$ cat src/core_pkg.sv
// ----------------------------------------------------------
// Core package
// Widths, stack depths, opcode values and shared structs
// ----------------------------------------------------------

package core_pkg;

	// ----------------------------------------------------------
	// Widths and depths
	// ----------------------------------------------------------

	localparam int data_w    = 32;
	localparam int opcode_w  = 7;
	localparam int operand_w = 9;
	localparam int iaddr_w   = 9;
	localparam int daddr_w   = 9;
	localparam int ioaddr_w  = 3;
	localparam int shamt_w   = $clog2(data_w);

	// Return stack and data stack entries
	localparam int ret_depth  = 10;
	localparam int data_depth = 10;

	typedef logic [data_w-1:0]   data_t;
	typedef logic [iaddr_w-1:0]  iaddr_t;
	typedef logic [daddr_w-1:0]  daddr_t;
	typedef logic [ioaddr_w-1:0] ioaddr_t;

	// Instruction word, opcode in the upper bits
	typedef struct packed {
		logic [opcode_w-1:0]  opcode;
		logic [operand_w-1:0] operand;
	} instr_t;

	// ----------------------------------------------------------
	// Opcodes
	// ----------------------------------------------------------

	localparam logic [opcode_w-1:0] op_nop = 'd0;
	localparam logic [opcode_w-1:0] op_lod = 'd1;
	localparam logic [opcode_w-1:0] op_sto = 'd2;
	localparam logic [opcode_w-1:0] op_psh = 'd3;
	localparam logic [opcode_w-1:0] op_pop = 'd4;
	localparam logic [opcode_w-1:0] op_inn = 'd5;
	localparam logic [opcode_w-1:0] op_out = 'd6;
	localparam logic [opcode_w-1:0] op_add = 'd7;
	localparam logic [opcode_w-1:0] op_and = 'd8;
	localparam logic [opcode_w-1:0] op_orr = 'd9;
	localparam logic [opcode_w-1:0] op_xor = 'd10;
	localparam logic [opcode_w-1:0] op_shl = 'd11;
	localparam logic [opcode_w-1:0] op_shr = 'd12;
	// Control flow, handled in fetch
	localparam logic [opcode_w-1:0] op_jmp = 'd13;
	localparam logic [opcode_w-1:0] op_jiz = 'd14;
	localparam logic [opcode_w-1:0] op_cal = 'd15;
	localparam logic [opcode_w-1:0] op_ret = 'd16;
	// Compares yield 1 or 0
	localparam logic [opcode_w-1:0] op_les = 'd17;
	localparam logic [opcode_w-1:0] op_equ = 'd18;

	// ----------------------------------------------------------
	// Execute controls and buses
	// ----------------------------------------------------------

	typedef enum logic [3:0] {
		alu_pass_in1,
		alu_pass_in2,
		alu_add,
		alu_and,
		alu_or,
		alu_xor,
		alu_shl,
		alu_shr,
		alu_les,
		alu_equ
	} alu_op_t;

	typedef enum logic {
		in1_mem,
		in1_stack
	} in1_sel_t;

	typedef struct packed {
		alu_op_t  alu_op;
		in1_sel_t in1_sel;
		logic     acc_we;
		logic     push;
		logic     pop;
		logic     mem_wr;
		logic     out_en;
	} exec_ctrl_t;

	typedef struct packed {
		logic   wr;
		daddr_t addr_rd;
		daddr_t addr_wr;
		data_t  data_wr;
	} dmem_bus_t;

	typedef struct packed {
		logic    req_in;
		ioaddr_t addr_in;
		logic    out_en;
		ioaddr_t addr_out;
		data_t   data_out;
	} io_bus_t;

endpackage

$ cat src/core_top.sv
// ----------------------------------------------------------
// Core top
// Fetch, decoder, data stack and execute unit
// ----------------------------------------------------------

module core_top (
	input  logic                clk,
	input  logic                rst,
	input  core_pkg::instr_t    instr,
	output core_pkg::iaddr_t    instr_addr,
	output core_pkg::dmem_bus_t dmem,
	input  core_pkg::data_t     mem_data_rd,
	output core_pkg::io_bus_t   io,
	input  core_pkg::data_t     io_in
);

	// Execute to fetch
	logic result_zero;

	// Decoder outputs
	core_pkg::exec_ctrl_t ctrl;
	core_pkg::daddr_t     addr_rd;
	core_pkg::daddr_t     addr_wr;
	logic                 req_in;
	core_pkg::ioaddr_t    addr_in;
	logic                 out_en;
	core_pkg::ioaddr_t    addr_out;

	// Execute side
	core_pkg::data_t stack_top;
	core_pkg::data_t acc;

	// ----------------------------------------------------------
	// Decode stage
	// ----------------------------------------------------------

	fetch_unit u_fetch_unit (
		.clk         (clk),
		.rst         (rst),
		.instr       (instr),
		.result_zero (result_zero),
		.instr_addr  (instr_addr)
	);

	op_decoder u_op_decoder (
		.clk      (clk),
		.rst      (rst),
		.instr    (instr),
		.ctrl     (ctrl),
		.addr_rd  (addr_rd),
		.addr_wr  (addr_wr),
		.req_in   (req_in),
		.addr_in  (addr_in),
		.out_en   (out_en),
		.addr_out (addr_out)
	);

	// ----------------------------------------------------------
	// Execute stage
	// ----------------------------------------------------------

	// Data stack, PSH saves acc
	lifo_stack #(
		.entry_t (core_pkg::data_t),
		.depth   (core_pkg::data_depth)
	) u_data_stack (
		.clk  (clk),
		.rst  (rst),
		.push (ctrl.push),
		.pop  (ctrl.pop),
		.din  (acc),
		.top  (stack_top)
	);

	execute_unit u_execute_unit (
		.clk         (clk),
		.rst         (rst),
		.ctrl        (ctrl),
		.mem_data_rd (mem_data_rd),
		.stack_top   (stack_top),
		.io_in       (io_in),
		.acc         (acc),
		.result_zero (result_zero)
	);

	// Bus packing
	// Stores and outputs carry the accumulator
	assign dmem = '{wr: ctrl.mem_wr, addr_rd: addr_rd, addr_wr: addr_wr, data_wr: acc};
	assign io   = '{req_in: req_in, addr_in: addr_in, out_en: out_en,
	                addr_out: addr_out, data_out: acc};

endmodule

$ cat src/execute_unit.sv
// ----------------------------------------------------------
// Execute unit
// Operand select, ALU, accumulator and zero flag
// ----------------------------------------------------------

module execute_unit (
	input  logic                 clk,
	input  logic                 rst,
	input  core_pkg::exec_ctrl_t ctrl,
	input  core_pkg::data_t      mem_data_rd,
	input  core_pkg::data_t      stack_top,
	input  core_pkg::data_t      io_in,
	output core_pkg::data_t      acc,
	output logic                 result_zero
);

	core_pkg::data_t in1;
	core_pkg::data_t in2;
	core_pkg::data_t alu_out;
	// Value the accumulator holds after this edge
	core_pkg::data_t acc_next;

	logic [core_pkg::shamt_w-1:0] shamt;

	// ----------------------------------------------------------
	// Operand select
	// ----------------------------------------------------------

	assign in1 = (ctrl.in1_sel == core_pkg::in1_stack) ? stack_top : mem_data_rd;

	// Only INN passes in2, so port data rides there
	assign in2 = (ctrl.alu_op == core_pkg::alu_pass_in2) ? io_in : acc;

	// Shift amount from memory operand
	assign shamt = in1[core_pkg::shamt_w-1:0];

	// ----------------------------------------------------------
	// ALU
	// ----------------------------------------------------------

	always_comb begin
		alu_out = '0;
		case (ctrl.alu_op)
			core_pkg::alu_pass_in1: alu_out = in1;
			core_pkg::alu_pass_in2: alu_out = in2;
			core_pkg::alu_add:      alu_out = in2 + in1;
			core_pkg::alu_and:      alu_out = in2 & in1;
			core_pkg::alu_or:       alu_out = in2 | in1;
			core_pkg::alu_xor:      alu_out = in2 ^ in1;
			core_pkg::alu_shl:      alu_out = in2 << shamt;
			// Logical shift, zeros in from the top
			core_pkg::alu_shr:      alu_out = in2 >> shamt;
			core_pkg::alu_les:      alu_out[0] = ($signed(in2) < $signed(in1));
			core_pkg::alu_equ:      alu_out[0] = (in2 == in1);
			default:                alu_out = in1;
		endcase
	end

	// ----------------------------------------------------------
	// Accumulator
	// ----------------------------------------------------------

	assign acc_next = ctrl.acc_we ? alu_out : acc;

	always_ff @(posedge clk or posedge rst) begin
		if (rst) begin
			acc <= '0;
		end else begin
			acc <= acc_next;
		end
	end

	// JIZ in decode sees acc as left by the instruction now executing
	assign result_zero = (acc_next == '0);

endmodule

$ cat src/fetch_unit.sv
// ----------------------------------------------------------
// Fetch unit
// Program counter, jump and call/return, return stack
// ----------------------------------------------------------

module fetch_unit (
	input  logic             clk,
	input  logic             rst,
	input  core_pkg::instr_t instr,
	input  logic             result_zero,
	output core_pkg::iaddr_t instr_addr
);

	// Address after the instruction in decode
	core_pkg::iaddr_t pc;
	// Jump target from the operand field
	core_pkg::iaddr_t target;
	core_pkg::iaddr_t ret_top;

	logic is_cal;
	logic is_ret;
	logic take;

	// ----------------------------------------------------------
	// Branch decisions
	// ----------------------------------------------------------

	assign target = instr.operand[core_pkg::iaddr_w-1:0];
	assign is_cal = (instr.opcode == core_pkg::op_cal);
	assign is_ret = (instr.opcode == core_pkg::op_ret);

	always_comb begin
		take = 1'b0;
		case (instr.opcode)
			core_pkg::op_jmp: take = 1'b1;
			// Zero flag is the accumulator value about to be written
			core_pkg::op_jiz: take = result_zero;
			core_pkg::op_cal: take = 1'b1;
			default:          take = 1'b0;
		endcase
	end

	// Return beats jump, jump beats sequential
	assign instr_addr = is_ret ? ret_top : (take ? target : pc);

	// ----------------------------------------------------------
	// Program counter
	// ----------------------------------------------------------

	// No delay slot, next fetch follows the chosen address
	always_ff @(posedge clk or posedge rst) begin
		if (rst) begin
			pc <= '0;
		end else begin
			pc <= instr_addr + 1'b1;
		end
	end

	// Return stack
	// CAL saves the address after itself, RET restores it
	lifo_stack #(
		.entry_t (core_pkg::iaddr_t),
		.depth   (core_pkg::ret_depth)
	) u_ret_stack (
		.clk  (clk),
		.rst  (rst),
		.push (is_cal),
		.pop  (is_ret),
		.din  (pc),
		.top  (ret_top)
	);

endmodule

$ cat src/lifo_stack.sv
// ----------------------------------------------------------
// LIFO stack
// Pointer based stack, entry type and depth set per instance
// ----------------------------------------------------------

module lifo_stack #(
	parameter type entry_t = logic [7:0],
	parameter int  depth   = 8
) (
	input  logic   clk,
	input  logic   rst,
	input  logic   push,
	input  logic   pop,
	input  entry_t din,
	output entry_t top
);

	// Storage, no reset on entries
	entry_t mem [depth];

	// Next free slot
	logic [$clog2(depth)-1:0] ptr;

	// ----------------------------------------------------------
	// Pointer
	// ----------------------------------------------------------

	always_ff @(posedge clk or posedge rst) begin
		if (rst) begin
			ptr <= '0;
		end else if (push) begin
			ptr <= ptr + 1'b1;
		end else if (pop) begin
			ptr <= ptr - 1'b1;
		end
	end

	// Write at the free slot
	always_ff @(posedge clk) begin
		if (push) begin
			mem[ptr] <= din;
		end
	end

	// Top is the last written entry
	assign top = mem[ptr - 1'b1];

endmodule

$ cat src/op_decoder.sv
// ----------------------------------------------------------
// Instruction decoder
// Opcode to execute controls, memory addresses, I/O strobes
// ----------------------------------------------------------

module op_decoder (
	input  logic                 clk,
	input  logic                 rst,
	input  core_pkg::instr_t     instr,
	output core_pkg::exec_ctrl_t ctrl,
	output core_pkg::daddr_t     addr_rd,
	output core_pkg::daddr_t     addr_wr,
	output logic                 req_in,
	output core_pkg::ioaddr_t    addr_in,
	output logic                 out_en,
	output core_pkg::ioaddr_t    addr_out
);

	// Decoded controls for the instruction in decode
	core_pkg::exec_ctrl_t ctrl_d;

	// ----------------------------------------------------------
	// Decode stage
	// ----------------------------------------------------------

	// Memory and port read addresses go out now, data returns next cycle
	assign addr_rd = instr.operand[core_pkg::daddr_w-1:0];
	assign addr_in = instr.operand[core_pkg::ioaddr_w-1:0];
	assign req_in  = (instr.opcode == core_pkg::op_inn);

	always_comb begin
		// Default does nothing to acc, stacks or devices
		ctrl_d         = '0;
		ctrl_d.alu_op  = core_pkg::alu_pass_in1;
		ctrl_d.in1_sel = core_pkg::in1_mem;
		case (instr.opcode)
			core_pkg::op_lod: begin
				ctrl_d.acc_we = 1'b1;
			end
			core_pkg::op_sto: begin
				ctrl_d.mem_wr = 1'b1;
			end
			core_pkg::op_psh: begin
				ctrl_d.push = 1'b1;
			end
			core_pkg::op_pop: begin
				ctrl_d.in1_sel = core_pkg::in1_stack;
				ctrl_d.acc_we  = 1'b1;
				ctrl_d.pop     = 1'b1;
			end
			// Port value arrives as in2
			core_pkg::op_inn: begin
				ctrl_d.alu_op = core_pkg::alu_pass_in2;
				ctrl_d.acc_we = 1'b1;
			end
			core_pkg::op_out: begin
				ctrl_d.out_en = 1'b1;
			end
			// Two operand ops, acc against memory
			core_pkg::op_add: begin
				ctrl_d.alu_op = core_pkg::alu_add;
				ctrl_d.acc_we = 1'b1;
			end
			core_pkg::op_and: begin
				ctrl_d.alu_op = core_pkg::alu_and;
				ctrl_d.acc_we = 1'b1;
			end
			core_pkg::op_orr: begin
				ctrl_d.alu_op = core_pkg::alu_or;
				ctrl_d.acc_we = 1'b1;
			end
			core_pkg::op_xor: begin
				ctrl_d.alu_op = core_pkg::alu_xor;
				ctrl_d.acc_we = 1'b1;
			end
			core_pkg::op_shl: begin
				ctrl_d.alu_op = core_pkg::alu_shl;
				ctrl_d.acc_we = 1'b1;
			end
			core_pkg::op_shr: begin
				ctrl_d.alu_op = core_pkg::alu_shr;
				ctrl_d.acc_we = 1'b1;
			end
			core_pkg::op_les: begin
				ctrl_d.alu_op = core_pkg::alu_les;
				ctrl_d.acc_we = 1'b1;
			end
			core_pkg::op_equ: begin
				ctrl_d.alu_op = core_pkg::alu_equ;
				ctrl_d.acc_we = 1'b1;
			end
			// Branches and unknown opcodes stay NOP here
			default: ;
		endcase
	end

	// ----------------------------------------------------------
	// Execute stage registers
	// ----------------------------------------------------------

	always_ff @(posedge clk or posedge rst) begin
		if (rst) begin
			ctrl <= '0;
		end else begin
			ctrl <= ctrl_d;
		end
	end

	// Write address and output port follow their instruction
	always_ff @(posedge clk) begin
		addr_wr  <= instr.operand[core_pkg::daddr_w-1:0];
		addr_out <= instr.operand[core_pkg::ioaddr_w-1:0];
	end

	assign out_en = ctrl.out_en;

endmodule

$ cat config.mk
export PLATFORM = sky130hd
export DESIGN_NAME = core_top
export DESIGN_NICKNAME = d
export VERILOG_FILES = /design/src/core_pkg.sv /design/src/core_top.sv /design/src/execute_unit.sv /design/src/fetch_unit.sv /design/src/lifo_stack.sv /design/src/op_decoder.sv
export SDC_FILE = /design/constraint.sdc
export NUM_CORES = 1
export LEC_CHECK = 0
export ABC_AREA = 1
export BUFFER_PORTS_ARGS = -buffer_cell sky130_fd_sc_hd__buf_4
export CAP_MARGIN = 10
export CORE_MARGIN = 2
export CORE_UTILIZATION = 35
export DETAILED_ROUTE_END_ITERATION = 10
export GPL_TIMING_DRIVEN = 0
export HOLD_SLACK_MARGIN = 0.02
export PLACE_DENSITY = 0.57
export SLEW_MARGIN = 20
export SYNTH_ARGS = -nofsm -noshare
export SYNTH_HDL_FRONTEND = slang
export SYNTH_HIERARCHICAL = 1
export SYNTH_SLANG_ARGS = --single-unit
export TNS_END_PERCENT = 10
$ cat constraint.sdc
create_clock -name clk -period 9.7 [get_ports clk]
set_input_delay 2.425 -clock clk [delete_from_list [all_inputs] [get_ports clk]]
set_output_delay 2.425 -clock clk [all_outputs]
set_load 0.01 [all_outputs]
After elaboration in Yosys (flattened, before gate mapping) --
Memories as Yosys holds them, arrays and structs flattened. Cells that the tools add are included.
Storage, ports and cells: register bits 70, word-level logic and storage cells 82, input port bits 82, RAM bits 410, output and inout port bits 100, memories 2
Cells by class: magnitude comparators 1, mux-type cells 22, reduce and logical (&&, ||, !) cells 6, shift operators 2, bitwise gates (word level) 3, equality and inequality tests 28, add/subtract/negate cells 6
Memories:
- u_data_stack.mem | depth 10, width 32, read ports 1, clocked after memory_dff 0, write ports 1, line lifo_stack.sv:19 | entry_t mem [depth];
- u_fetch_unit.u_ret_stack.mem | depth 10, width 9, read ports 1, clocked after memory_dff 0, write ports 1, line lifo_stack.sv:19
Operators by type and width (count):
- case mux 31 bit (8 select lines) | 1
- 2-to-1 mux 32 bit | 3
- == test 7 x 4 -> 1 bit, second input constant | 8
- case mux 4 bit (9 select lines) | 1
- adder 32 bit | 1
- bitwise AND 32 bit | 1
- == test 32 bit | 1
- zero test 32 bit | 1
- less-than comparator 32 bit | 1
- bitwise OR 32 bit | 1
- left shift 32 x 5 -> 32 bit | 1
- >> shifter 32 x 5 -> 32 bit | 1
- bitwise XOR 32 bit | 1
- == test 7 x 3 -> 1 bit, second input constant | 4
- == test 7 x 5 -> 1 bit, second input constant | 3
- 2-to-1 mux 9 bit | 2
- == test 4 x 3 -> 1 bit, second input constant | 4
- 2-to-1 mux 4 bit | 4
- == test 7 x 2 -> 1 bit, second input constant | 2
- OR reduction 11 bit | 1
- adder 9 x 1 -> 9 bit, second input constant | 1
- 2-to-1 mux 1 bit | 9
- case mux 1 bit (9 select lines) | 1
- adder 4 x 1 -> 4 bit, second input constant | 2
- other kinds (8) | 13

Logic depth before layout (Yosys ltp) --
An unclocked memory read counts as a cell.
depth after elaboration 11, gate-level depth with buffers 51, mapped depth without buffers 44

Modules after synthesis --
Netlist, hierarchy kept.
Modules (own cells, without submodules):
- lifo_stack at u_data_stack | cells an instance 1302, area each 13777.0 um^2, times used 1, sequential area each 9709.3 um^2
- execute_unit | cells an instance 2012, area each 10628.9 um^2, times used 1, sequential area each 800.8 um^2
- lifo_stack at u_fetch_unit.u_ret_stack | cells an instance 402, area each 4130.2 um^2, times used 1, sequential area each 2802.7 um^2
- fetch_unit | cells an instance 125, area each 830.8 um^2, times used 1, sequential area each 225.2 um^2
- op_decoder | cells an instance 95, area each 779.5 um^2, times used 1, sequential area each 405.4 um^2
- core_top | cells an instance 34, area each 255.2 um^2, times used 1, sequential area each 0.0 um^2

Worst setup path after synthesis --
No wires, ideal clock.
path kind input -> output, from input mem_data_rd[4], to output instr_addr[8], required time 7275 ps, slack 1686 ps, arrival time 5589 ps, path buffers 2, cell stages on the path 28, cells stage by stage o21ai_2 -> clkbuf_1 -> clkbuf_1 -> ha_1 -> o21ai_0 -> nand2_1 -> nand2_1 -> inv_1 -> nand2_1 -> nand2_1 -> nand2_1 -> nand2_1 -> nand2_1 -> o21ai_0 -> a21oi_1 -> nand2_1 -> nand2_1 -> nand2_1 -> nor2_1 -> nand2_1 -> nor2_1 -> nand2_1 -> nor2_1 -> nand2_1 -> nand2_2 -> nand3_4 -> o211ai_1 -> o21ai_0
Between the ends: word-level cells in the longest chain between the ends 8
RTL lines:
- start: declaration | line core_top.sv:12 | input core_pkg::data_t mem_data_rd,
- 2-to-1 mux 32 bit (*) | line execute_unit.sv:29 | assign in1 = (ctrl.in1_sel == core_pkg::in1_stack) ? stack_top : mem_data_rd;
- adder 32 bit (tied with other cells) | line execute_unit.sv:46 | core_pkg::alu_add: alu_out = in2 + in1;
- case mux 31 bit (8 select lines) (*) | line execute_unit.sv:43 | case (ctrl.alu_op)
- 2-to-1 mux 32 bit (*) | line execute_unit.sv:63 | assign acc_next = ctrl.acc_we ? alu_out : acc;
- named net u_execute_unit.acc_next[15] | line execute_unit.sv:21 | core_pkg::data_t acc_next;
- zero test 32 bit (*) | line execute_unit.sv:74 | assign result_zero = (acc_next == '0);
- named net result_zero | line core_top.sv:18 | logic result_zero;
- case mux 1 bit (2 select lines) (*) | line fetch_unit.sv:34 | case (instr.opcode)
- 2-to-1 mux 9 bit (*) (2 in series) | line fetch_unit.sv:44 | assign instr_addr = is_ret ? ret_top : (take ? target : pc);
- end: declaration | line core_top.sv:10 | output core_pkg::iaddr_t instr_addr,
Mark *: on every way through the listed nets, which the timed path passes. The rest lies on a longest branch.

Final worst setup path --
from register u_data_stack.ptr[0], to output instr_addr[8]
Between the ends: word-level cells in the longest chain between the ends 10
RTL lines:
- start: declaration | line lifo_stack.sv:22 | logic [$clog2(depth)-1:0] ptr;
- start signal: assignment | line lifo_stack.sv:32 | ptr <= ptr + 1'b1;
- start signal: assignment | line lifo_stack.sv:34 | ptr <= ptr - 1'b1;
- subtractor 4 x 1 -> 4 bit (*) | line lifo_stack.sv:46 | assign top = mem[ptr - 1'b1];
- memory read (10 x 32 bit) (*)
- named net stack_top[0] | line core_top.sv:30 | core_pkg::data_t stack_top;
- 2-to-1 mux 32 bit (*) | line execute_unit.sv:29
- adder 32 bit (tied with other cells) | line execute_unit.sv:46
- case mux 31 bit (8 select lines) (*) | line execute_unit.sv:43
- 2-to-1 mux 32 bit (*) | line execute_unit.sv:63
- named net u_execute_unit.acc_next[30] | line execute_unit.sv:21
- zero test 32 bit (*) | line execute_unit.sv:74
- named net result_zero | line core_top.sv:18
- case mux 1 bit (2 select lines) (*) | line fetch_unit.sv:34
- 2-to-1 mux 9 bit (*) (2 in series) | line fetch_unit.sv:44
Marked as above.

==> metrics.log <==
[metrics] Detailed Route Iter0 Violations: roughly 3,200
[metrics] final standard cell area without fillers: between 30,000 and 40,000 um2
[metrics] fraction of layout cells with a size suffix above 1: 0.134
[metrics] total congestion overflow after global routing: 0
[metrics] post-detailed-route DRC marker count: 0
[metrics] run status: finished clean
[metrics] max frequency: approximately 110 MHz
[metrics] clk slew on worst S/H paths: approximately 0.06 ns
[metrics] instance count along the most critical hold path: 2
[metrics] final hold vios: 0
[metrics] ratio of final minimum period to clock period: 0.964
[metrics] final total negative setup slack: 0 ns
[metrics] root buffer cell: sky130_fd_sc_hd__clkbuf_16
[metrics] full die area: 89,200 um2
[metrics] Clk Latency, worst-skew pair: slightly above 0.6 ns
[metrics] DR vias: around 29,000
[metrics] most common cell after layout, fill and taps aside: sky130_fd_sc_hd__nand2_1
[metrics] number of cells produced by synthesis: between 3,000 and 4,000
[metrics] largest stage delay on the critical path: 0.44 ns
[metrics] Critical-path top delay cell: sky130_fd_sc_hd__fa_1
[metrics] setup violation total in the final timing report: 0
[metrics] CTS Buffer Depth: 3
[metrics] IR drop worst, VDD: about 190 uV
[metrics] startpoint of the worst-slack reg-to-reg timing path: u_data_stack/ptr[0]
[metrics] total power per unit cell area: around 260 nW/um2
[metrics] Area Growth Syn to Fin: 17.3%
[metrics] Detailed Routing Iterations Pass 1: 6
[metrics] placed wire-length estimate: a little over 100,000 um
[metrics] Layout fillers: approximately 8,900
[metrics] end of the worst register-to-register path: u_fetch_unit/pc[8]
[metrics] RSZ-0062 raised after global routing: no
[metrics] endpoint of the worst hold-timing path: u_fetch_unit/u_ret_stack/ptr[3]
[metrics] total of warnings raised by yosys: 6
[metrics] vias per std cell: 5.27
[metrics] critical path's most frequent cell: sky130_fd_sc_hd__nand2_1
[metrics] Slew Limit Fails: 0
[metrics] headroom to the max-slew limit: 0.296
[metrics] worst-case setup slack after placement: -1.13 ns
[metrics] total area of sequential cells: approximately 14,000 um2
[metrics] capturing element type of the critical path: primary output
[metrics] R2R setup slack: roughly 3.0 ns
[metrics] number of buffers inserted during clock tree synthesis: 53
[metrics] wire length of the first global-routing pass: between 150,000 and 200,000 um
[metrics] average detailed-routed wire length per instance: 23.6 um
[metrics] arrival time at the worst endpoint: roughly 6.9 ns
[metrics] H-Tree Level Count: 2
[metrics] site row count: approximately 110
[metrics] clk sinks: 477
[metrics] highest layer used for signal routing: met5
[metrics] die outline width: approximately 300 um
[metrics] I/O pins: about 180
[metrics] Hold Path Origin: u_fetch_unit/u_ret_stack/ptr[3]
[metrics] post-route worst hold slack: about 0.58 ns
[metrics] required time of the worst setup path: 7.28 ns
[metrics] clock tree from TritonCTS: built
[metrics] starting density of the core: 0.352
[metrics] worst-case setup margin in the final layout: about 0.35 ns
[metrics] sum of met2 wire segment lengths after detailed routing: between 50,000 and 60,000 um
[metrics] number of nets in the final layout: around 4,400
[metrics] total standard cell area after synthesis: slightly above 30,000 um2
[metrics] worst clock skew: 0.0258 ns
[metrics] critical path class: reg2out
[metrics] commonest cells after routing, fill and taps aside: sky130_fd_sc_hd__nand2_1 (1,290), sky130_fd_sc_hd__nand3_1 (712), sky130_fd_sc_hd__inv_1 (530)
[metrics] Avg Synthesized Cell Area: about 7.7 um2
[metrics] gr usage total: 0.280
[metrics] overall power: between 9 and 10 mW
[metrics] largest net degree at the start of global routing: 33
[metrics] Core Region: 86,300 um2
[metrics] height of the chip: 299 um
[metrics] final design utilization: 0.413
[metrics] static power due to leakage: approximately 17 nW
[metrics] non-filler instance count after layout: between 5,000 and 6,000
[metrics] placed instance count: roughly 5,300
[metrics] Detail Route Antenna Nets: 0
[metrics] worst reg-to-reg path cell count: 47
[metrics] area of the multi-input gates: ~13,000 um2
[metrics] count of hold buffers inserted by post-cts repair: 0
[metrics] via count of the first global-routing pass: 26,700
[metrics] slew at the pin closest to its max-slew limit: approximately 1.1 ns
[metrics] count of port buffers added during placement: about 180
[metrics] initial antenna violation count: 3
[metrics] worst min-delay path category: reg2reg
[metrics] placer congestion estimate: roughly 1.0
[metrics] Crit Path Max Fanout: 21
[metrics] Critical Path Start Type: flop
[metrics] Max-Cap Viols: 0
[metrics] post-placement cell area: roughly 34,000 um2
[metrics] final WL: between 100,000 and 150,000 um
[metrics] Met1 Wirelength: roughly 54,000 um
[metrics] sum of met3 wire segment lengths after detailed routing: about 10,000 um
[metrics] Synthesized Nets: around 4,200
[metrics] clock period minus worst slack: about 9.4 ns
layout make-up:
cell class	instances	area share
Sequential cell	477	0.391
Buffer	219	0.0386
Clock buffer	65	0.0396
Antenna cell	1	0.0000702
Clock inverter	31	0.00730
Tap cell	1155	0.0405
Inverter	551	0.0582
Multi-Input combinational cell	2717	0.377
Timing Repair Buffer	205	0.0475
flip-flops by register name, indices dropped and copies added (netlist names):
name	count
u_op_decoder/addr_wr	7
u_op_decoder/out_en	1
u_execute_unit/acc	32
u_data_stack/ptr	4
u_fetch_unit/u_ret_stack/mem	90
u_op_decoder/ctrl	8
u_fetch_unit/u_ret_stack/ptr	4
u_data_stack/mem	320
u_op_decoder/addr_out	2
u_fetch_unit/pc	9
how the worst max path moves through the flow:
stage | from | end | slack [ns]
floorplan | mem_data_rd[4] | instr_addr[8] | 1.69
global placement | u_data_stack/ptr[0] | instr_addr[8] | -1.12
detailed placement | u_data_stack/ptr[0] | instr_addr[8] | -1.13
CTS | u_data_stack/ptr[0] | instr_addr[8] | 0.03
global route | u_data_stack/ptr[0] | instr_addr[8] | 0.1
finish | u_data_stack/ptr[0] | instr_addr[8] | 0.35
layer usage:
layer  track usage  up-vias
li1              -    13400
met5             0        -
met2         0.454     1304
met4         0.119        2
met1         0.374    13600
met3        0.0426      280
report_power, final:
group          internal (mW)  switching [mW]
clock                   1.12           0.839
sequential              2.50           0.425
combinational           1.38            2.97
total                   4.99            4.23
what timing repair did:
item                                    4_1_cts  5_1_grt
resized for setup                            81       59
buffers inserted                              2        4
endpoints found under the setup margin        9        9
pin swaps                                     1        4
cloned                                        0        0
endpoints found under the hold margin         0        0
worst max-delay path, delay by kind of cell, from the launching register on:
kind | cells | cell delay (ns)
buf+inv | 11 | 1.61
flops | 1 | 0.41
fa+ha+maj | 3 | 0.87
compound gates | 3 | 0.54
simple gates | 25 | 2.81
(Power assumes the default switching activity.)
